### src/logic/hsid_cfg_pkg.sv
package hsid_cfg_pkg;

  // Bus and band geometry
  localparam int HSID_WORD_WIDTH = 32;  // One bus word
  localparam int HSID_DATA_WIDTH = 8;  // One unsigned band
  localparam int HSID_BANDS_PER_WORD = HSID_WORD_WIDTH / HSID_DATA_WIDTH;  // Four bands

  // Vector and library sizes
  localparam int HSID_PACK_WIDTH = 6;  // Word count of one vector, zero means 64
  localparam int HSID_LIBRARY_WIDTH = 8;  // Library index
  localparam int HSID_SCORE_WIDTH = 32;  // Accumulated squared error

  // Buffer depths
  localparam int HSID_REF_DEPTH = 8;  // Also the sender's initial credit count
  localparam int HSID_MEAS_DEPTH = 2 ** HSID_PACK_WIDTH;  // Whole measured vector
  localparam int HSID_REF_PTR_WIDTH = $clog2(HSID_REF_DEPTH);
  localparam logic [HSID_REF_PTR_WIDTH:0] HSID_REF_FULL_COUNT =
    (HSID_REF_PTR_WIDTH + 1)'(HSID_REF_DEPTH);  // Fill level when full

  // Datapath widths inside the accumulator
  localparam int HSID_SQ_WIDTH = 2 * HSID_DATA_WIDTH;  // One squared band
  localparam int HSID_WSUM_WIDTH = HSID_SQ_WIDTH + $clog2(HSID_BANDS_PER_WORD);  // Word sum

  localparam int HSID_STATE_WIDTH = 3;  // Main FSM encoding

endpackage

### src/logic/hsid_types_pkg.sv
package hsid_types_pkg;

  import hsid_cfg_pkg::*;

  // Main sequencer states
  typedef enum logic [HSID_STATE_WIDTH-1:0] {
    IDLE,
    READ_MEASURE,
    COMPUTE_MSE,
    WAIT_MSE,
    COMPARE_MSE,
    DONE
  } hsid_main_state_t;

  // Four bands packed in one bus word, band 0 in the low byte
  typedef logic [HSID_BANDS_PER_WORD-1:0][HSID_DATA_WIDTH-1:0] hsid_word_t;

  typedef struct packed {
    hsid_word_t meas_word;  // Replayed measured word
    hsid_word_t ref_word;  // Reference word from the FIFO
    logic       valid;
    logic       start;  // First word of a vector
    logic       last;  // Final word of a vector
  } hsid_elem_t;

  typedef struct packed {
    logic [HSID_SCORE_WIDTH-1:0]   score;  // Sum of squared errors
    logic [HSID_LIBRARY_WIDTH-1:0] index;  // Library entry it belongs to
    logic                          valid;
  } hsid_score_t;

  typedef struct packed {
    logic [HSID_LIBRARY_WIDTH-1:0] index;  // Closest library entry
    logic [HSID_SCORE_WIDTH-1:0]   score;  // Its score
  } hsid_result_t;

  typedef struct packed {
    logic [HSID_LIBRARY_WIDTH-1:0] library_size;  // Zero means full library
    logic [HSID_PACK_WIDTH-1:0]    words_per_vector;  // Zero means 64 words
  } hsid_cfg_t;

endpackage
### src/logic/hsid_main_fsm.sv
`timescale 1ns/1ps

module hsid_main_fsm
  import hsid_cfg_pkg::*;
  import hsid_types_pkg::*;
(
  input  logic                          clk,
  input  logic                          rst_n,
  input  hsid_cfg_t                     cfg,  // Library size and vector length
  input  logic                          fifo_measure_complete,  // Measured vector loaded
  input  logic                          fifo_ref_empty,
  output logic                          fifo_both_read_en,  // Pops FIFO and replay together
  input  logic                          msi_valid,  // Score out of the accumulator
  input  logic                          msi_comparison_valid,  // Final minimum ready
  input  hsid_word_t                    meas_word,  // Show-ahead replay word
  input  hsid_word_t                    ref_word,  // Show-ahead FIFO word
  output hsid_elem_t                    elem,
  output logic [HSID_LIBRARY_WIDTH-1:0] vctr_count,  // Vectors issued so far
  output hsid_main_state_t              state,
  input  logic                          start,
  output logic                          done,
  output logic                          idle,
  output logic                          ready
);

  hsid_main_state_t              state_next;
  logic [HSID_PACK_WIDTH-1:0]    word_cnt;  // Word position inside the vector
  logic [HSID_PACK_WIDTH-1:0]    word_last_idx;
  logic [HSID_LIBRARY_WIDTH-1:0] vctr_last_idx;
  logic                          word_last;
  logic                          vctr_last;
  logic                          run_clear;

  assign word_last_idx = cfg.words_per_vector - 1'b1;  // Zero wraps to 63
  assign vctr_last_idx = cfg.library_size - 1'b1;  // Zero wraps to 255
  assign word_last = (word_cnt == word_last_idx);
  assign vctr_last = (vctr_count == vctr_last_idx);
  assign run_clear = (state == IDLE) && start;  // New run accepted

  // Replay buffer never runs dry once loaded so only the FIFO gates a pop
  assign fifo_both_read_en = (state == COMPUTE_MSE) && !fifo_ref_empty;

  always_ff @(posedge clk or negedge rst_n) begin
    if (!rst_n) begin
      state <= IDLE;
    end else begin
      state <= state_next;
    end
  end

  // Word and vector counters advance on each pop, stall otherwise
  always_ff @(posedge clk or negedge rst_n) begin
    if (!rst_n) begin
      word_cnt <= '0;
      vctr_count <= '0;
    end else if (run_clear) begin
      word_cnt <= '0;  // Fresh run
      vctr_count <= '0;
    end else if (fifo_both_read_en) begin
      if (word_last) begin
        word_cnt <= '0;  // Wrap at vector length
        vctr_count <= vctr_count + 1'b1;  // Moves on as the last word leaves
      end else begin
        word_cnt <= word_cnt + 1'b1;
      end
    end
  end

  // Element pair registered one cycle after its pop
  always_ff @(posedge clk or negedge rst_n) begin
    if (!rst_n) begin
      elem <= '0;
    end else begin
      elem.valid <= fifo_both_read_en;
      elem.start <= fifo_both_read_en && (word_cnt == '0);
      elem.last <= fifo_both_read_en && word_last;
      elem.meas_word <= meas_word;  // Data sampled with the pop
      elem.ref_word <= ref_word;
    end
  end

  always_comb begin
    state_next = state;  // Hold by default
    idle = 1'b0;
    ready = 1'b0;
    done = 1'b0;
    case (state)
      IDLE: begin
        idle = 1'b1;
        if (start) state_next = READ_MEASURE;
      end
      READ_MEASURE: begin
        ready = !fifo_measure_complete;  // Drops once the vector is in
        if (fifo_measure_complete) state_next = COMPUTE_MSE;
      end
      COMPUTE_MSE: begin
        if (fifo_both_read_en && word_last && vctr_last) state_next = WAIT_MSE;  // Final pop
      end
      WAIT_MSE: begin
        if (msi_valid) state_next = COMPARE_MSE;  // Scores draining
      end
      COMPARE_MSE: begin
        if (msi_comparison_valid) state_next = DONE;  // Last score compared
      end
      DONE: begin
        done = 1'b1;  // Single cycle with result
        state_next = IDLE;
      end
      default: begin
        state_next = IDLE;
      end
    endcase
  end

endmodule

### src/logic/hsid_measure_buf.sv
`timescale 1ns/1ps

module hsid_measure_buf
  import hsid_cfg_pkg::*;
  import hsid_types_pkg::*;
(
  input  logic       clk,
  input  logic       rst_n,
  input  logic       start,  // Clears pointers for a new run
  input  hsid_cfg_t  cfg,
  input  logic       wr_en,
  input  hsid_word_t wr_word,
  input  logic       rd_en,  // Advance replay pointer
  output hsid_word_t rd_word,
  output logic       fifo_measure_complete
);

  hsid_word_t                 mem [HSID_MEAS_DEPTH];  // One measured vector
  logic [HSID_PACK_WIDTH-1:0] wr_ptr;
  logic [HSID_PACK_WIDTH-1:0] rd_ptr;
  logic [HSID_PACK_WIDTH-1:0] last_ptr;
  logic                       wr_ok;

  assign last_ptr = cfg.words_per_vector - 1'b1;  // Zero selects all 64 entries
  assign wr_ok = wr_en && !fifo_measure_complete;  // Extra words ignored
  assign rd_word = mem[rd_ptr];  // Show-ahead replay

  always_ff @(posedge clk) begin
    if (wr_ok) begin
      mem[wr_ptr] <= wr_word;
    end
  end

  // Load side
  always_ff @(posedge clk or negedge rst_n) begin
    if (!rst_n) begin
      wr_ptr <= '0;
      fifo_measure_complete <= 1'b0;
    end else if (start) begin
      wr_ptr <= '0;
      fifo_measure_complete <= 1'b0;
    end else if (wr_ok) begin
      if (wr_ptr == last_ptr) begin
        wr_ptr <= '0;
        fifo_measure_complete <= 1'b1;  // High from the next cycle
      end else begin
        wr_ptr <= wr_ptr + 1'b1;
      end
    end
  end

  // Replay side wraps so every library entry sees the whole vector
  always_ff @(posedge clk or negedge rst_n) begin
    if (!rst_n) begin
      rd_ptr <= '0;
    end else if (start) begin
      rd_ptr <= '0;
    end else if (rd_en) begin
      rd_ptr <= (rd_ptr == last_ptr) ? '0 : rd_ptr + 1'b1;
    end
  end

endmodule

### src/logic/hsid_min_select.sv
`timescale 1ns/1ps

module hsid_min_select
  import hsid_cfg_pkg::*;
  import hsid_types_pkg::*;
(
  input  logic         clk,
  input  logic         rst_n,
  input  logic         start,  // New run
  input  hsid_cfg_t    cfg,
  input  hsid_score_t  score,
  output hsid_result_t result,  // Best so far
  output logic         msi_comparison_valid
);

  logic [HSID_LIBRARY_WIDTH-1:0] score_cnt;  // Scores seen this run
  logic [HSID_LIBRARY_WIDTH-1:0] last_cnt;
  logic                          lower;

  assign last_cnt = cfg.library_size - 1'b1;  // Zero means 256 entries
  assign lower = (score.score < result.score);  // Strict so ties keep the earlier index

  always_ff @(posedge clk or negedge rst_n) begin
    if (!rst_n) begin
      result.index <= '0;
      result.score <= '1;
      score_cnt <= '0;
      msi_comparison_valid <= 1'b0;
    end else if (start) begin
      result.index <= '0;
      result.score <= '1;  // Any real score beats this
      score_cnt <= '0;
      msi_comparison_valid <= 1'b0;
    end else begin
      msi_comparison_valid <= score.valid && (score_cnt == last_cnt);  // Final score
      if (score.valid) begin
        score_cnt <= score_cnt + 1'b1;
        if (lower) begin
          result.index <= score.index;
          result.score <= score.score;
        end
      end
    end
  end

endmodule

### src/logic/hsid_ref_fifo.sv
`timescale 1ns/1ps

module hsid_ref_fifo
  import hsid_cfg_pkg::*;
  import hsid_types_pkg::*;
(
  input  logic       clk,
  input  logic       rst_n,
  input  logic       push,
  input  hsid_word_t push_word,
  input  logic       pop,
  output hsid_word_t pop_word,  // Head entry, valid while not empty
  output logic       empty,
  output logic       credit  // One pulse per word popped
);

  hsid_word_t                    mem [HSID_REF_DEPTH];
  logic [HSID_REF_PTR_WIDTH-1:0] wr_ptr;  // Wraps naturally at depth
  logic [HSID_REF_PTR_WIDTH-1:0] rd_ptr;
  logic [HSID_REF_PTR_WIDTH:0]   count;  // Fill level
  logic                          full;
  logic                          push_ok;
  logic                          pop_ok;

  assign empty = (count == '0);
  assign full = (count == HSID_REF_FULL_COUNT);
  assign push_ok = push && !full;  // Sender error otherwise, word dropped
  assign pop_ok = pop && !empty;
  assign pop_word = mem[rd_ptr];

  always_ff @(posedge clk) begin
    if (push_ok) begin
      mem[wr_ptr] <= push_word;
    end
  end

  always_ff @(posedge clk or negedge rst_n) begin
    if (!rst_n) begin
      wr_ptr <= '0;
      rd_ptr <= '0;
      count <= '0;
      credit <= 1'b0;
    end else begin
      credit <= pop_ok;  // Slot freed, hand it back
      if (push_ok) wr_ptr <= wr_ptr + 1'b1;
      if (pop_ok) rd_ptr <= rd_ptr + 1'b1;
      case ({push_ok, pop_ok})
        2'b10:   count <= count + 1'b1;
        2'b01:   count <= count - 1'b1;
        default: count <= count;  // Both or neither
      endcase
    end
  end

endmodule

### src/logic/hsid_sse_acc.sv
`timescale 1ns/1ps

module hsid_sse_acc
  import hsid_cfg_pkg::*;
  import hsid_types_pkg::*;
(
  input  logic                          clk,
  input  logic                          rst_n,
  input  hsid_elem_t                    elem,
  input  logic [HSID_LIBRARY_WIDTH-1:0] vctr_index,  // Issue counter from the FSM
  output hsid_score_t                   score
);

  logic [HSID_DATA_WIDTH-1:0]    band_diff [HSID_BANDS_PER_WORD];  // Absolute differences
  logic [HSID_SQ_WIDTH-1:0]      band_sq [HSID_BANDS_PER_WORD];
  logic [HSID_SQ_WIDTH-1:0]      s1_sq [HSID_BANDS_PER_WORD];
  logic                          s1_valid;
  logic                          s1_start;
  logic                          s1_last;
  logic [HSID_LIBRARY_WIDTH-1:0] s1_index;
  logic [HSID_WSUM_WIDTH-1:0]    word_sum;
  logic [HSID_WSUM_WIDTH-1:0]    s2_sum;
  logic                          s2_valid;
  logic                          s2_start;
  logic                          s2_last;
  logic [HSID_LIBRARY_WIDTH-1:0] s2_index;
  logic [HSID_SCORE_WIDTH-1:0]   acc_sum;  // Running total of the vector
  logic [HSID_SCORE_WIDTH-1:0]   acc_next;

  // Stage one square
  always_comb begin
    for (int b = 0; b < HSID_BANDS_PER_WORD; b++) begin
      band_diff[b] = (elem.meas_word[b] > elem.ref_word[b]) ?
                     elem.meas_word[b] - elem.ref_word[b] :
                     elem.ref_word[b] - elem.meas_word[b];
      band_sq[b] = band_diff[b] * band_diff[b];
    end
  end

  // Stage two word sum
  always_comb begin
    word_sum = '0;
    for (int b = 0; b < HSID_BANDS_PER_WORD; b++) begin
      word_sum = word_sum + HSID_WSUM_WIDTH'(s1_sq[b]);
    end
  end

  // Stage three restarts on the first word of a vector
  assign acc_next = (s2_start ? '0 : acc_sum) + HSID_SCORE_WIDTH'(s2_sum);

  always_ff @(posedge clk) begin
    s1_sq <= band_sq;
    s1_index <= vctr_index - 1'b1;  // Counter already stepped past a last word
    s2_sum <= word_sum;
    s2_index <= s1_index;
  end

  always_ff @(posedge clk or negedge rst_n) begin
    if (!rst_n) begin
      s1_valid <= 1'b0;
      s1_start <= 1'b0;
      s1_last <= 1'b0;
      s2_valid <= 1'b0;
      s2_start <= 1'b0;
      s2_last <= 1'b0;
      acc_sum <= '0;
      score <= '0;
    end else begin
      s1_valid <= elem.valid;
      s1_start <= elem.start;
      s1_last <= elem.last;
      s2_valid <= s1_valid;
      s2_start <= s1_start;
      s2_last <= s1_last;
      if (s2_valid) acc_sum <= acc_next;
      score.valid <= s2_valid && s2_last;  // Three cycles after the last element
      if (s2_valid && s2_last) begin
        score.score <= acc_next;
        score.index <= s2_index;
      end
    end
  end

endmodule

### src/logic/hsid_top.sv
`timescale 1ns/1ps

module hsid_top
  import hsid_cfg_pkg::*;
  import hsid_types_pkg::*;
(
  input  logic                          clk,
  input  logic                          rst_n,
  input  logic                          start,
  output logic                          done,
  output logic                          idle,
  input  logic [HSID_LIBRARY_WIDTH-1:0] library_size,
  input  logic [HSID_PACK_WIDTH-1:0]    words_per_vector,  // Zero means 64
  input  logic                          meas_valid,
  input  hsid_word_t                    meas_word,
  output logic                          meas_ready,
  input  logic                          ref_valid,  // Sender holds a credit
  input  hsid_word_t                    ref_word,
  output logic                          ref_credit,
  output hsid_result_t                  result
);

  hsid_cfg_t                     cfg;
  hsid_main_state_t              fsm_state;
  hsid_word_t                    replay_word;  // Measure buffer head
  hsid_word_t                    fifo_word;  // Ref FIFO head
  hsid_elem_t                    elem;
  hsid_score_t                   score;
  logic [HSID_LIBRARY_WIDTH-1:0] vctr_count;
  logic                          fifo_both_read_en;
  logic                          fifo_measure_complete;
  logic                          fifo_ref_empty;
  logic                          msi_comparison_valid;
  logic                          run_start;
  logic                          meas_wr_en;

  assign cfg = '{library_size: library_size, words_per_vector: words_per_vector};
  assign run_start = start && (fsm_state == IDLE);  // Only a start the FSM accepts
  assign meas_wr_en = meas_valid && meas_ready;  // Handshake transfer

  hsid_main_fsm fsm0 (
    .clk                  (clk),
    .rst_n                (rst_n),
    .cfg                  (cfg),
    .fifo_measure_complete(fifo_measure_complete),
    .fifo_ref_empty       (fifo_ref_empty),
    .fifo_both_read_en    (fifo_both_read_en),
    .msi_valid            (score.valid),
    .msi_comparison_valid (msi_comparison_valid),
    .meas_word            (replay_word),
    .ref_word             (fifo_word),
    .elem                 (elem),
    .vctr_count           (vctr_count),
    .state                (fsm_state),
    .start                (start),
    .done                 (done),
    .idle                 (idle),
    .ready                (meas_ready)
  );

  hsid_measure_buf mbuf0 (
    .clk                  (clk),
    .rst_n                (rst_n),
    .start                (run_start),
    .cfg                  (cfg),
    .wr_en                (meas_wr_en),
    .wr_word              (meas_word),
    .rd_en                (fifo_both_read_en),
    .rd_word              (replay_word),
    .fifo_measure_complete(fifo_measure_complete)
  );

  hsid_ref_fifo rfifo0 (
    .clk      (clk),
    .rst_n    (rst_n),
    .push     (ref_valid),
    .push_word(ref_word),
    .pop      (fifo_both_read_en),
    .pop_word (fifo_word),
    .empty    (fifo_ref_empty),
    .credit   (ref_credit)
  );

  hsid_sse_acc acc0 (
    .clk       (clk),
    .rst_n     (rst_n),
    .elem      (elem),
    .vctr_index(vctr_count),
    .score     (score)
  );

  hsid_min_select msel0 (
    .clk                 (clk),
    .rst_n               (rst_n),
    .start               (run_start),
    .cfg                 (cfg),
    .score               (score),
    .result              (result),
    .msi_comparison_valid(msi_comparison_valid)
  );

endmodule

### config.mk
export PLATFORM = sky130hd
export DESIGN_NAME = hsid_top
export DESIGN_NICKNAME = d
export VERILOG_FILES = /design/src/logic/hsid_cfg_pkg.sv /design/src/logic/hsid_types_pkg.sv /design/src/logic/hsid_main_fsm.sv /design/src/logic/hsid_measure_buf.sv /design/src/logic/hsid_min_select.sv /design/src/logic/hsid_ref_fifo.sv /design/src/logic/hsid_sse_acc.sv /design/src/logic/hsid_top.sv
export SDC_FILE = /design/constraint.sdc
export NUM_CORES = 2
export LEC_CHECK = 0
export ABC_CLOCK_PERIOD_IN_PS = 17630
export BUFFER_PORTS_ARGS = -buffer_cell sky130_fd_sc_hd__buf_2
export CORE_MARGIN = 10
export CORE_UTILIZATION = 59
export DETAILED_ROUTE_END_ITERATION = 12
export GPL_TIMING_DRIVEN = 0
export PLACE_DENSITY = 0.78
export SKIP_LAST_GASP = 1
export SLEW_MARGIN = 20
export SYNTH_ARGS = -nofsm -noshare
export SYNTH_HDL_FRONTEND = slang
export SYNTH_SLANG_ARGS = --single-unit
### constraint.sdc
create_clock -name clk -period 17.63 [get_ports clk]
set_input_delay 1.763 -clock clk [delete_from_list [all_inputs] [get_ports clk]]
set_output_delay 1.763 -clock clk [all_outputs]
set_load 0.03 [all_outputs]
Word level (Yosys, flattened, before mapping)
Memory sizes are Yosys's and may differ from the RTL's. A register that Yosys moved wholly into a read port is not among the register bits.
Index checks and enable logic that the tools add are counted.
{"block": "classes", "addsub": 24, "n_eq_ne": 18, "reduce_logical": 30, "muxes": 40, "multipliers": 4, "magnitude_cmp": 5}
{"op": "two-way mux 40 bit", "n": 3}
{"op": "two-way mux 8 bit", "n": 9}
{"op": "multiplier 8 x 8 -> 16 bit", "n": 4}
{"op": "subtractor 8 bit", "n": 8}
{"op": "two-way mux 6 bit", "n": 9}
{"op": "adder 18 x 16 -> 18 bit", "n": 2}
{"op": "adder 32 x 18 -> 32 bit", "n": 1}
{"op": "greater-than comparator 8 bit", "n": 4}
{"op": "< comparator 32 bit", "n": 1}
{"op": "two-way mux 32 bit", "n": 1}
{"op": "adder 6 x 1 -> 6 bit, second input constant", "n": 3}
{"op": "== test 6 bit", "n": 3}
{"op": "adder 16 x 16 -> 17 bit", "n": 1}
{"op": "adder 8 x 1 -> 8 bit, second input constant", "n": 2}
{"op": "== test 8 bit", "n": 2}
{"op": "subtractor 8 x 1 -> 8 bit, second input constant", "n": 2}
{"op": "two-way mux 3 bit", "n": 5}
{"op": "case mux 3 bit (5 select lines)", "n": 1}
{"op": "nonzero test 2 bit", "n": 7}
{"op": "logical AND 1 bit", "n": 11}
{"op": "two-way mux 1 bit", "n": 11}
{"op": "case mux 4 bit (2 select lines)", "n": 1}
{"op": "adder 3 x 1 -> 3 bit, second input constant", "n": 2}
{"op": "== test 3 x 2 -> 1 bit, second input constant", "n": 2}
{"op": "other kinds (16)", "n": 26}
{"block": "totals", "reg_bits": 270, "elab_cells": 157, "ramBits": 2304, "input_bits": 83, "n_memories": 2}
{"memory": "mbuf0.mem", "words": 64, "word_bits": 32, "read_ports": 1, "rd_clocked_by_memory_dff": 1, "write_ports": 1, "line": "hsid_measure_buf.sv:18", "rtl": "hsid_word_t mem [HSID_MEAS_DEPTH];"}
{"memory": "rfifo0.mem", "words": 8, "word_bits": 32, "read_ports": 1, "rd_clocked_by_memory_dff": 1, "write_ports": 1, "line": "hsid_ref_fifo.sv:17", "rtl": "hsid_word_t mem [HSID_REF_DEPTH];"}

Longest topological paths before layout
{"block": "depth", "depth_word": 7, "ltp_mapped": 31, "mapped_depth_nobuf": 31}

Cells and area by module
From an unflattened synthesis, not the netlist that was laid out.
{"block": "unflattened", "hier_cells": 6025, "area_unflattened_um2": 112058.7}
{"mod": "hsid_measure_buf", "seq_area_each_um2": 61824.3, "n_inst": 1, "area_each_um2": 78955.7, "cells_per_inst": 3262}
{"mod": "hsid_sse_acc", "seq_area_each_um2": 3858.7, "n_inst": 1, "area_each_um2": 16518.3, "cells_per_inst": 1765}
{"mod": "hsid_ref_fifo", "seq_area_each_um2": 7962.6, "n_inst": 1, "area_each_um2": 10314.9, "cells_per_inst": 437}
{"mod": "hsid_min_select", "seq_area_each_um2": 1266.2, "n_inst": 1, "area_each_um2": 3233.1, "cells_per_inst": 329}
{"mod": "hsid_main_fsm", "seq_area_each_um2": 2102.0, "n_inst": 1, "area_each_um2": 3015.4, "cells_per_inst": 230}
{"mod": "hsid_top", "seq_area_each_um2": 0.0, "n_inst": 1, "area_each_um2": 21.3, "cells_per_inst": 2}

Worst setup path after synthesis
Ideal clock, no wire load.
{"block": "synth_path", "path_type": "register to register", "startpoint": "register, netlist name fsm0.elem[59]", "endpoint": "register acc0.s1_sq[15] (netlist name)", "stages_incl_launch_ff": 32, "required_time_ns": 17.558, "setup_slack_ns": 10.953, "arrival_ns": 6.605, "path_cell_list": "dfrtp_1 > inv_1 > ha_1 > inv_1 > fa_1 > a211oi_1 > o21ai_1 > nand4_2 > nand2_4 > mux2_4 > mux2_4 > a31oi_1 > or3b_1 > buf_6 > or2_1 > fa_1 > inv_1 > fa_1 > fa_1 > inv_1 > fa_1 > inv_1 > ha_1 > nor3_1 > o21ai_0 > a31oi_1 > nor2b_1 > o21a_1 > o21ai_0 > nand2b_1 > a21oi_1 > xor2_1"}
{"item": "end signal: assignment", "line": "hsid_sse_acc.sv:52", "rtl": "s1_sq <= band_sq;"}
{"item": "end: declaration", "line": "hsid_sse_acc.sv:16", "rtl": "logic [HSID_SQ_WIDTH-1:0] s1_sq [HSID_BANDS_PER_WORD];"}

==> impl_metrics.json <==
{
  "cts_buffers": 278,
  "crit_path_max_incr_delay_ns": 0.54,
  "synth-compound-area-share_pct": 5.31,
  "cp_max_fo": 10,
  "rsz0062_at_grt": "no",
  "grt_max_degree": 92,
  "rrSetupSlack_ns": 9.86,
  "htreeDepth": 5,
  "firstDrtPassIters": 6,
  "drc": 0,
  "synthCells": 6605,
  "holdCritStartpoint": "acc0.s1_index[5]",
  "finalCriticalPeriod_ns": 7.77,
  "post_cts_resized": 0,
  "drive_gt1_share_pct": 18.1,
  "synthSimpleGateAreaFrac_pct": 3.59,
  "clockBufferDepth": 4,
  "yosysSeqAreaShare_pct": 68.7,
  "hold_buffers": 0,
  "top_level_ports": 127,
  "initial_core_util_pct": 59.5,
  "worstReg2RegStart": "fsm0.elem[28]",
  "drt_iter0_drc": 9155,
  "maxCapViolCount": 0,
  "final.period_utilization_pct": 44.1,
  "worstHoldPathType": "reg -> reg",
  "yosys_warnings": 0,
  "reg2regPathDepth": 29,
  "synthAdderAreaFrac_pct": 5.30,
  "die-area_mm2": 0.208,
  "postLayoutCoreUtil_pct": 67.6,
  "synth_enable_flop_cells": 2304,
  "crit_type": "reg -> reg",
  "insertion_delay_ns": 0.95,
  "ant_nets": 0,
  "cts-root-buf": "clkbuf_16",
  "ys_types": 95,
  "post_cts_buffers": 0,
  "portBuffers": 125,
  "routabilityCongestion": 0.944,
  "cts_num_sinks": 2633,
  "rows": 159,
  "crit_path_start_kind": "register",
  "fmax_mhz": 129,
  "wl_per_cell_um": 31.9,
  "final_common_cell": "edfxtp_1",
  "synth_ff_type": "edfxtp_1",
  "r2r_end": "acc0.s1_sq[15]",
  "fill_cells": 11600,
  "avgSynthCellArea_um2": 17.0,
  "grt_pass1_wl_um": 451000,
  "overflow": 0,
  "final_cell_mix": "2304 x edfxtp_1, 475 x mux2i_1, 398 x mux4_2",
  "place_area_mm2": 0.119,
  "fin_area_mm2": 0.127,
  "grt_usage_pct": 29.5,
  "hold_end": "acc0.s2_index[5]",
  "syn_area_mm2": 0.112,
  "finalSetupViolCount": 0,
  "crit_required_ns": 18.35,
  "clkTransAtPathRegs_ns": 0.06,
  "synthArstFlopShare_pct": 8.93,
  "crit_path_end_kind": "register",
  "grt_pass1_vias": 65800,
  "cpMaxStageDelayCell": "fa_1",
  "slew-limit-headroom_pct": 14.7,
  "dp_hpwl_um": 202000,
  "die_h_um": 456,
  "crit_top_cell": "fa_1",
  "core_area_mm2": 0.188,
  "area_delta_synth_final_pct": 13.7,
  "slew_viol_final": 0,
  "fin_skew_ns": 0.0780,
  "worstHoldPathCells": 0,
  "avgViaCountPerCell": 6.66,
  "hold_violations": 0,
  "synth_xor_area_share_pct": 1.63,
  "dr_total_vias": 65300,
  "synth_top_family_by_area": "multiplexers",
  "fp.dieW_um": 456,
  "antenna_found_initial": 33,
  "status": "finished, final reports clean",
  "arrival_ns": 8.49,
  "ys_seq_elements": 2633,
  "worstMarginPinSlew_ns": 1.28,
  "nets": 7590,
  "synthMuxAreaShare_pct": 13.1,
  "tns_ns": 0,
  "drt_wl_total_um": 312000,
  "cts_tree": "built"
}
-- worst max-delay path by stage --
| stage | start | end | slack, ns | cells after the start |
|---|---|---|---|---|
| 2_1_floorplan | fsm0.elem[59] | acc0.s1_sq[15] | 10.95 | 31 |
| 3_3_place_gp | fsm0.elem[28] | acc0.s1_sq[15] | 10.07 | 29 |
| 6_report | fsm0.elem[28] | acc0.s1_sq[15] | 9.86 | 29 |
| 5_1_grt | fsm0.elem[28] | acc0.s1_sq[15] | 9.50 | 29 |
| 3_5_place_dp | fsm0.elem[28] | acc0.s1_sq[15] | 10.05 | 29 |
| 4_1_cts | fsm0.elem[28] | acc0.s1_sq[15] | 9.98 | 29 |
-- stage by stage --
stage          setup WS [ns]  hold WS, ns  instances
2_1_floorplan          10.95        0.310       6607
3_3_place_gp           10.07        0.311       9227
3_5_place_dp           10.05        0.313       9323
4_1_cts                 9.98        0.325       9784
5_1_grt                 9.50        0.339       9786
6_report                9.86        0.321       9800
-- worst max-delay path: cells and delay by family, from the launching register on --
family	cells	cell delay (ns)
muxes	2	0.63
adders and majority gates	6	2.72
and+or+nand+nor	7	1.28
xor gates and xnor gates	1	0.41
buffers and inverters	5	0.46
DFF	1	0.53
AOI/OAI and AO/OA	8	1.57
-- cell usage after synthesis, types with 5 or more instances --
master | n | share of area (%)
o211ai_1 | 38 | 0.25
or2_1 | 7 | 0.039
or3_1 | 15 | 0.084
mux2i_1 | 475 | 4.2
dfrtp_1 | 203 | 4.5
o311a_1 | 7 | 0.063
nand3_1 | 51 | 0.23
nand2_1 | 266 | 0.89
o31ai_1 | 17 | 0.11
dfxtp_1 | 94 | 1.7
edfxtp_1 | 2304 | 62
dfstp_2 | 32 | 0.75
clkbuf_1 | 193 | 0.65
a21o_1 | 41 | 0.27
nor3_1 | 50 | 0.22
o21ai_0 | 88 | 0.39
mux4_2 | 398 | 8.0
nand2b_1 | 33 | 0.18
xor2_1 | 66 | 0.52
o21ai_1 | 5 | 0.022
ha_1 | 273 | 3.0
fa_1 | 126 | 2.3
and2_1 | 9 | 0.050
nor2b_1 | 52 | 0.29
nor2_1 | 266 | 0.89
nand3b_1 | 10 | 0.067
mux2_2 | 81 | 0.81
a21oi_1 | 209 | 0.93
a31oi_1 | 10 | 0.056
inv_1 | 383 | 1.3
buf_1 | 64 | 0.21
or2_2 | 30 | 0.17
xnor2_1 | 132 | 1.0
a211oi_1 | 8 | 0.054
nor3b_1 | 5 | 0.034
o22ai_1 | 125 | 0.70
nand4_1 | 19 | 0.11
nor4_1 | 11 | 0.061
buf_2 | 41 | 0.18
o21a_1 | 30 | 0.20
and3_1 | 15 | 0.084
o221ai_1 | 231 | 1.8
-- per-layer routing --
| metal | up-vias | part of all wire, % | global-route usage [%] |
|---|---|---|---|
| met5 | - | 0.048 | 0 |
| li1 | 26700 | - | - |
| met1 | 32800 | 34 | 36.1 |
| met2 | 4617 | 46 | 46.2 |
| met3 | 1157 | 13 | 9.71 |
| met4 | 20 | 7.1 | 17.1 |
-- final cells by class --
type	count	area [um2]	area share, %
clock inverter	102	1000	0.788
timing repair buffer	221	2930	2.30
antenna	16	40.0	0.0314
inverter	386	1450	1.14
buffer	302	1240	0.977
multi-input combinational	3286	33000	25.9
clock buffer	359	7570	5.94
sequential	2633	77000	60.4
tap	2495	3120	2.45
-- state kept, by name, summed over array words and instances, names as in the netlist, 18 cells and up --
signal	flops
mbuf0.mem	2048
rfifo0.mem	256
fsm0.elem	67
acc0.s1_sq	60
acc0.score	41
msel0.result	40
acc0.acc_sum	32
acc0.s2_sum	18
-- logic make-up (layout without fill, tap and decap cells) --
kind of cell | after synthesis | count (layout)
and+or+nand+nor | 863 | 863
DFF | 2633 | 2633
other | 2 | 20
xor gates and xnor gates | 203 | 203
muxes | 956 | 956
buffers and inverters | 688 | 1370
adders and majority gates | 399 | 399
AOI/OAI and AO/OA | 861 | 861
Power is not shown: default switching activity piles up to over one toggle a cycle in this logic, so the estimate is an artifact.
